===== src/verilog/bpf_pkg.sv =====
package bpf_pkg;

    // Load size field, same coding as the size bits of a BPF load opcode
    // Value 3 has no meaning and is never issued
    typedef enum logic [1:0] {
        BPF_W = 2'd0,
        BPF_H = 2'd1,
        BPF_B = 2'd2
    } xfer_sz_t;

    // Bits per packet byte
    localparam int BYTE_WIDTH = 8;

    // Width of every load result handed to a filter CPU
    localparam int LOAD_WIDTH = 32;

    // Number of packet bytes covered by one load
    function automatic logic [2:0] xfer_bytes(xfer_sz_t sz);
        logic [2:0] n;
        case (sz)
            BPF_W: n = 3'd4;
            BPF_H: n = 3'd2;
            BPF_B: n = 3'd1;
            // Illegal size, counts as a full word so the bound check stays safe
            default: n = 3'd4;
        endcase
        return n;
    endfunction

endpackage


===== src/verilog/bpf_ifs.sv =====
// Packet write bus, broadcast from the writer to every lane copy
interface pkt_wr_if #(
    parameter int BYTE_ADDR_WIDTH = 12,
    parameter int ADDR_WIDTH = 9,
    parameter int PLEN_WIDTH = 16
);
    import bpf_pkg::*;

    // One memory word holds 2^(byte addr bits - word addr bits) bytes
    localparam int WORD_WIDTH = BYTE_WIDTH * (2 ** (BYTE_ADDR_WIDTH - ADDR_WIDTH));

    logic wr_en;
    logic [ADDR_WIDTH-1:0] wr_addr;
    logic [WORD_WIDTH-1:0] wr_data;
    // Committed packet length, valid once len_vld is up
    logic [PLEN_WIDTH-1:0] byte_len;
    logic len_vld;

    modport source (output wr_en, wr_addr, wr_data, byte_len, len_vld);
    modport sink (input wr_en, wr_addr, wr_data, byte_len, len_vld);
endinterface



===== src/verilog/pkt_writer.sv =====
module pkt_writer #(
    parameter int BYTE_ADDR_WIDTH = 12,
    parameter int ADDR_WIDTH = 9,
    parameter int PLEN_WIDTH = 16,
    localparam int OFF_WIDTH = BYTE_ADDR_WIDTH - ADDR_WIDTH,
    localparam int WORD_WIDTH = bpf_pkg::BYTE_WIDTH * (2 ** OFF_WIDTH)
) (
    input  logic                  clk,
    input  logic                  rst,
    input  logic                  wr_word_en_i,
    input  logic [WORD_WIDTH-1:0] wr_word_i,
    input  logic                  wr_last_i,
    input  logic [PLEN_WIDTH-1:0] wr_bytes_i,
    pkt_wr_if.source              wr
);

    logic [ADDR_WIDTH-1:0] addr_q;
    logic [PLEN_WIDTH-1:0] len_q;
    logic len_vld_q;
    logic commit;
    // Bytes covered by the words written so far, this word included
    logic [BYTE_ADDR_WIDTH:0] bytes_written;

    // Last word closes the packet at the same edge it is written
    assign commit = wr_word_en_i & wr_last_i;

    // Word address counter, rewinds on commit
    always_ff @(posedge clk) begin
        if (!rst) begin
            addr_q <= '0;
            len_vld_q <= 1'b0;
        end else if (commit) begin
            addr_q <= '0;
            len_vld_q <= 1'b1;
        end else if (wr_word_en_i) begin
            addr_q <= addr_q + 1'b1;
        end
    end

    // Length held until the next commit
    always_ff @(posedge clk) begin
        if (commit) begin
            len_q <= wr_bytes_i;
        end
    end

    // Write goes straight to the lane memories at the next edge
    assign wr.wr_en = wr_word_en_i;
    assign wr.wr_addr = addr_q;
    assign wr.wr_data = wr_word_i;
    assign wr.byte_len = len_q;
    assign wr.len_vld = len_vld_q;

    assign bytes_written = {({1'b0, addr_q} + 1'b1), {OFF_WIDTH{1'b0}}};

    // Committed length must lie inside the words actually written
    a_len_fits: assert property (@(posedge clk) disable iff (!rst)
        commit |-> (wr_bytes_i <= bytes_written))
        else $error("packet length %0d exceeds %0d bytes written", wr_bytes_i, bytes_written);

endmodule


===== src/flat_wrapper.sv =====
// flat-port wrapper written by rule: the top's interface ports become plain ports
module pkt_writer_flat 
#(
    parameter int BYTE_ADDR_WIDTH = 12,
    parameter int ADDR_WIDTH = 9,
    parameter int PLEN_WIDTH = 16,
    localparam int OFF_WIDTH = BYTE_ADDR_WIDTH - ADDR_WIDTH,
    localparam int WORD_WIDTH = bpf_pkg::BYTE_WIDTH * (2 ** OFF_WIDTH)
)
  (clk, rst, wr_word_en_i, wr_word_i, wr_last_i, wr_bytes_i, wr_wr_en, wr_wr_addr, wr_wr_data, wr_byte_len, wr_len_vld);
  pkt_wr_if #(.BYTE_ADDR_WIDTH(BYTE_ADDR_WIDTH), .ADDR_WIDTH(ADDR_WIDTH), .PLEN_WIDTH(PLEN_WIDTH)) wr_i ();
  input  logic clk;
  input  logic rst;
  input  logic wr_word_en_i;
  input  logic [WORD_WIDTH-1:0] wr_word_i;
  input  logic wr_last_i;
  input  logic [PLEN_WIDTH-1:0] wr_bytes_i;
  output wire logic [$bits(wr_i.wr_en)-1:0] wr_wr_en;
  output wire logic [$bits(wr_i.wr_addr)-1:0] wr_wr_addr;
  output wire logic [$bits(wr_i.wr_data)-1:0] wr_wr_data;
  output wire logic [$bits(wr_i.byte_len)-1:0] wr_byte_len;
  output wire logic [$bits(wr_i.len_vld)-1:0] wr_len_vld;
  assign wr_wr_en = wr_i.wr_en;
  assign wr_wr_addr = wr_i.wr_addr;
  assign wr_wr_data = wr_i.wr_data;
  assign wr_byte_len = wr_i.byte_len;
  assign wr_len_vld = wr_i.len_vld;
  pkt_writer #(.BYTE_ADDR_WIDTH(BYTE_ADDR_WIDTH), .ADDR_WIDTH(ADDR_WIDTH), .PLEN_WIDTH(PLEN_WIDTH)) u_core (.clk(clk), .rst(rst), .wr_word_en_i(wr_word_en_i), .wr_word_i(wr_word_i), .wr_last_i(wr_last_i), .wr_bytes_i(wr_bytes_i), .wr(wr_i));
endmodule

===== config.mk =====
export PLATFORM = sky130hd
export DESIGN_NAME = pkt_writer_flat
export DESIGN_NICKNAME = d
export VERILOG_FILES = /design/src/verilog/bpf_pkg.sv /design/src/verilog/bpf_ifs.sv /design/src/verilog/pkt_writer.sv /design/src/flat_wrapper.sv
export SDC_FILE = /design/constraint.sdc
export NUM_CORES = 1
export LEC_CHECK = 0
export ABC_AREA = 1
export BUFFER_PORTS_ARGS = -buffer_cell sky130_fd_sc_hd__buf_4
export CAP_MARGIN = 20
export CORE_MARGIN = 2
export CORE_UTILIZATION = 29
export CTS_CLUSTER_SIZE = 28
export DETAILED_ROUTE_END_ITERATION = 12
export PLACE_DENSITY = 0.79
export RECOVER_POWER = 50
export SYNTH_ARGS = -nofsm -noshare
export SYNTH_HDL_FRONTEND = slang
export SYNTH_SLANG_ARGS = --single-unit

===== constraint.sdc =====
create_clock -name clk -period 1.1 [get_ports clk]
set_input_delay 0.275 -clock clk [delete_from_list [all_inputs] [get_ports clk]]
set_output_delay 0.275 -clock clk [all_outputs]
set_load 0.1 [all_outputs]

==> impl_metrics.ini <==
[logic_synthesis]
syn_nets = 229
synth-seq-area-share_pct = 47.8
ys_ff_latch = 26
syn_area_per_cell_sq_um = 9.88
syn_area_sq_um = 1420
synth_cells = 144
synth_cell_type_count = 17
yosysWarnings = 0

[placed_design]
dp_hpwl_microns = 1960
gp_congestion = 0.769
io_buffers = 46
dp.cells = 193

[worst_setup_path]
worstPathMaxFanout = 1
crit_buf_inv = 1
r2r_slack_ns = -0.01
crit_required_ns = 0.82
critical-path-slowest-cell = edfxtp_1
end_kind = output pin
worstPathArrival_ns = 0.88
crit_type = flip-flop to output pin
critPathLaunchType = flip-flop
slowest_delay_ns = 0.41
cp_cell_sequence = buf_6
crit_family = flip-flops

[final_layout]
fin_util_pct = 37.3
drive_above_1_share_pct = 55.4
nFillCells = 430
seq_area_sq_um = 716
nets = 225
multi_input_area_sq_um = 249
antennaDiodeCount = 0
stdcell_count = 206
syn_to_final_growth_pct = 23.9

[global_routing]
grt_antenna_before_repair = 0
grt.total_usage_pct = 8.83
grt_pass1_vias = 766
grt_pass1_wl_microns = 3600
grt_max_degree = 18
overflow = 0

[route]
drt_iter0_drc = 53
route.vias.total = 835
wl_per_cell_microns = 12.9
antenna_left = 0
remaining_drc_errors = 0
vias_per_cell = 4.05
routed_wl_microns = 2650
firstDrtPassIters = 4

[timing]
setup_viol = 19
finalClockSkew_ns = 0.00249
tns_ns = -0.395
layout_setup_ws_ns = -0.0507
relSlewSlack_pct = 80.8
period_share_pct = 105
finalHoldViolations = 0
clock.fmax_mhz = 869
min_period_ns = 1.15
worst_pin_slew_ns = 0.290
slew_viol_final = 0
rsz0062_at_grt = yes

[floorplanning]
die_y_microns = 74.0
ios = 175
dieArea_sq_um = 5480
initial_utilization_pct = 30.1
fp-row-count = 25
fp.dieW_microns = 74.0
core_area_sq_um = 4720

[power_and_ir_drop]
power.leakage_nw = 0.720
vdd_drop_max_mv = 0.510
pwr_density_cell_nw_per_um2 = 1280

[job]
cap_violations = 0

[clock_network]
clkLatencyLatePin_ns = 0.26
cts-root-buf = clkbuf_8
clkSinkCount = 26
cts_hold_repair.buffers = 0
htreeDepth = 1
numCtsBuffers = 3
clkTransAtPathRegs_ns = 0.08
clock_path_buffers = 2
cts_tree = built

[run_status]
violations = negative setup slack
status = finished with violations

[hold_path]
hp-class = primary input to flip-flop
-- where the power goes --
part	internal, mW	switching (mW)
logic	0.164	0.418
clock network	0.319	0.266
registers	1.07	0.0307
-- timing repair --
action                     in CTS  in global routing
resized for setup              48                  6
setup endpoints to repair      26                 30
buffers inserted                3                  6
pin swaps                       0                  4
-- logic make-up (layout without fill, tap and decap cells) --
family | Yosys count | count (layout) | synth area share, %
adder cells (fa/ha/maj) | 1 | 1 | 0.879
buffers and inverters | 75 | 70 | 36.9
AO/OA/AOI/OAI | 8 | 8 | 3.17
XOR/XNOR | 1 | 1 | 0.616
flip-flops | 26 | 26 | 47.8
AND/OR/NAND/NOR | 33 | 33 | 10.6
-- per-stage QoR --
step,setup slack (ns),hold slack [ns],area (sq um),power [mW]
2_1_floorplan,-0.119,0.374,1470,2.61
3_3_place_gp,0.0440,0.448,1430,1.65
3_5_place_dp,-0.0000770,0.449,1430,1.66
4_1_cts,-0.0543,0.181,1690,2.28
5_1_grt,-0.123,0.192,1760,2.35
6_report,-0.0507,0.208,1760,2.27
-- final timing paths --
kind | startpoint | end | cells past startpoint
hold / removal | wr_bytes_i[2] | u_core.wr.byte_len[2]$_DFFE_PP_ | 1
setup reg to reg | u_core.wr.wr_addr[1]$_SDFFE_PP0P_ | u_core.wr.wr_addr[6]$_SDFFE_PP0P_ | 6
hold reg to reg | u_core.wr.len_vld$_SDFFE_PN0P_ | u_core.wr.len_vld$_SDFFE_PN0P_ | 1
setup / recovery | u_core.wr.byte_len[7]$_DFFE_PP_ | wr_byte_len[7] | 1
-- flip-flops by register name, summed over array words and instances (netlist names) --
register / count
u_core.wr.byte_len: 16
u_core.wr.wr_addr: 9
u_core.wr.len_vld: 1
-- routing by layer --
metal,global-route usage (%),up-vias,routed length (microns)
li1,-,381,-
met1,7.60,371,879
met2,17.1,65,1380
met3,2.98,18,300
met4,5.66,0,89
met5,0,-,0
-- layout make-up --
type                       count  share of cell area [%]
tap                           67                    4.76
sequential                    26                    40.6
clock buffer                   4                    3.12
inverter                      10                    2.13
multi-input combinational     43                    14.1
timing repair buffer          56                    35.3
-- synth_stat cells, drive strengths merged --
library cell | count | share of area, %
edfxtp | 16 | 34
a21oi | 5 | 1.8
inv | 10 | 2.6
nor3 | 2 | 0.70
o21ai | 1 | 0.35
nor2 | 10 | 3.2
buf | 65 | 34
nand4 | 1 | 0.44
xnor2 | 1 | 0.62
nand3 | 5 | 2.1
o21a | 2 | 1.1
ha | 1 | 0.88
dfxtp | 10 | 14
nand2 | 15 | 4.1
-- cells in the final DEF (no fill, tap or decap) --
master and instances:
inv_1 10, a21oi_1 5, clkbuf_4 16, nor2_1 8
ha_4 1, clkbuf_8 4, dfxtp_2 1, nor2_4 2
nor3_1 2, dfxtp_4 9, nand3_1 3, o21a_1 2
o21ai_0 1, nand4_1 1, xnor2_1 1, buf_6 17
nand2_4 1, buf_12 11, buf_4 12, nand3_2 2
edfxtp_1 16, nand2_2 1, nand2_1 13
Power figures use the tool's default switching activity.
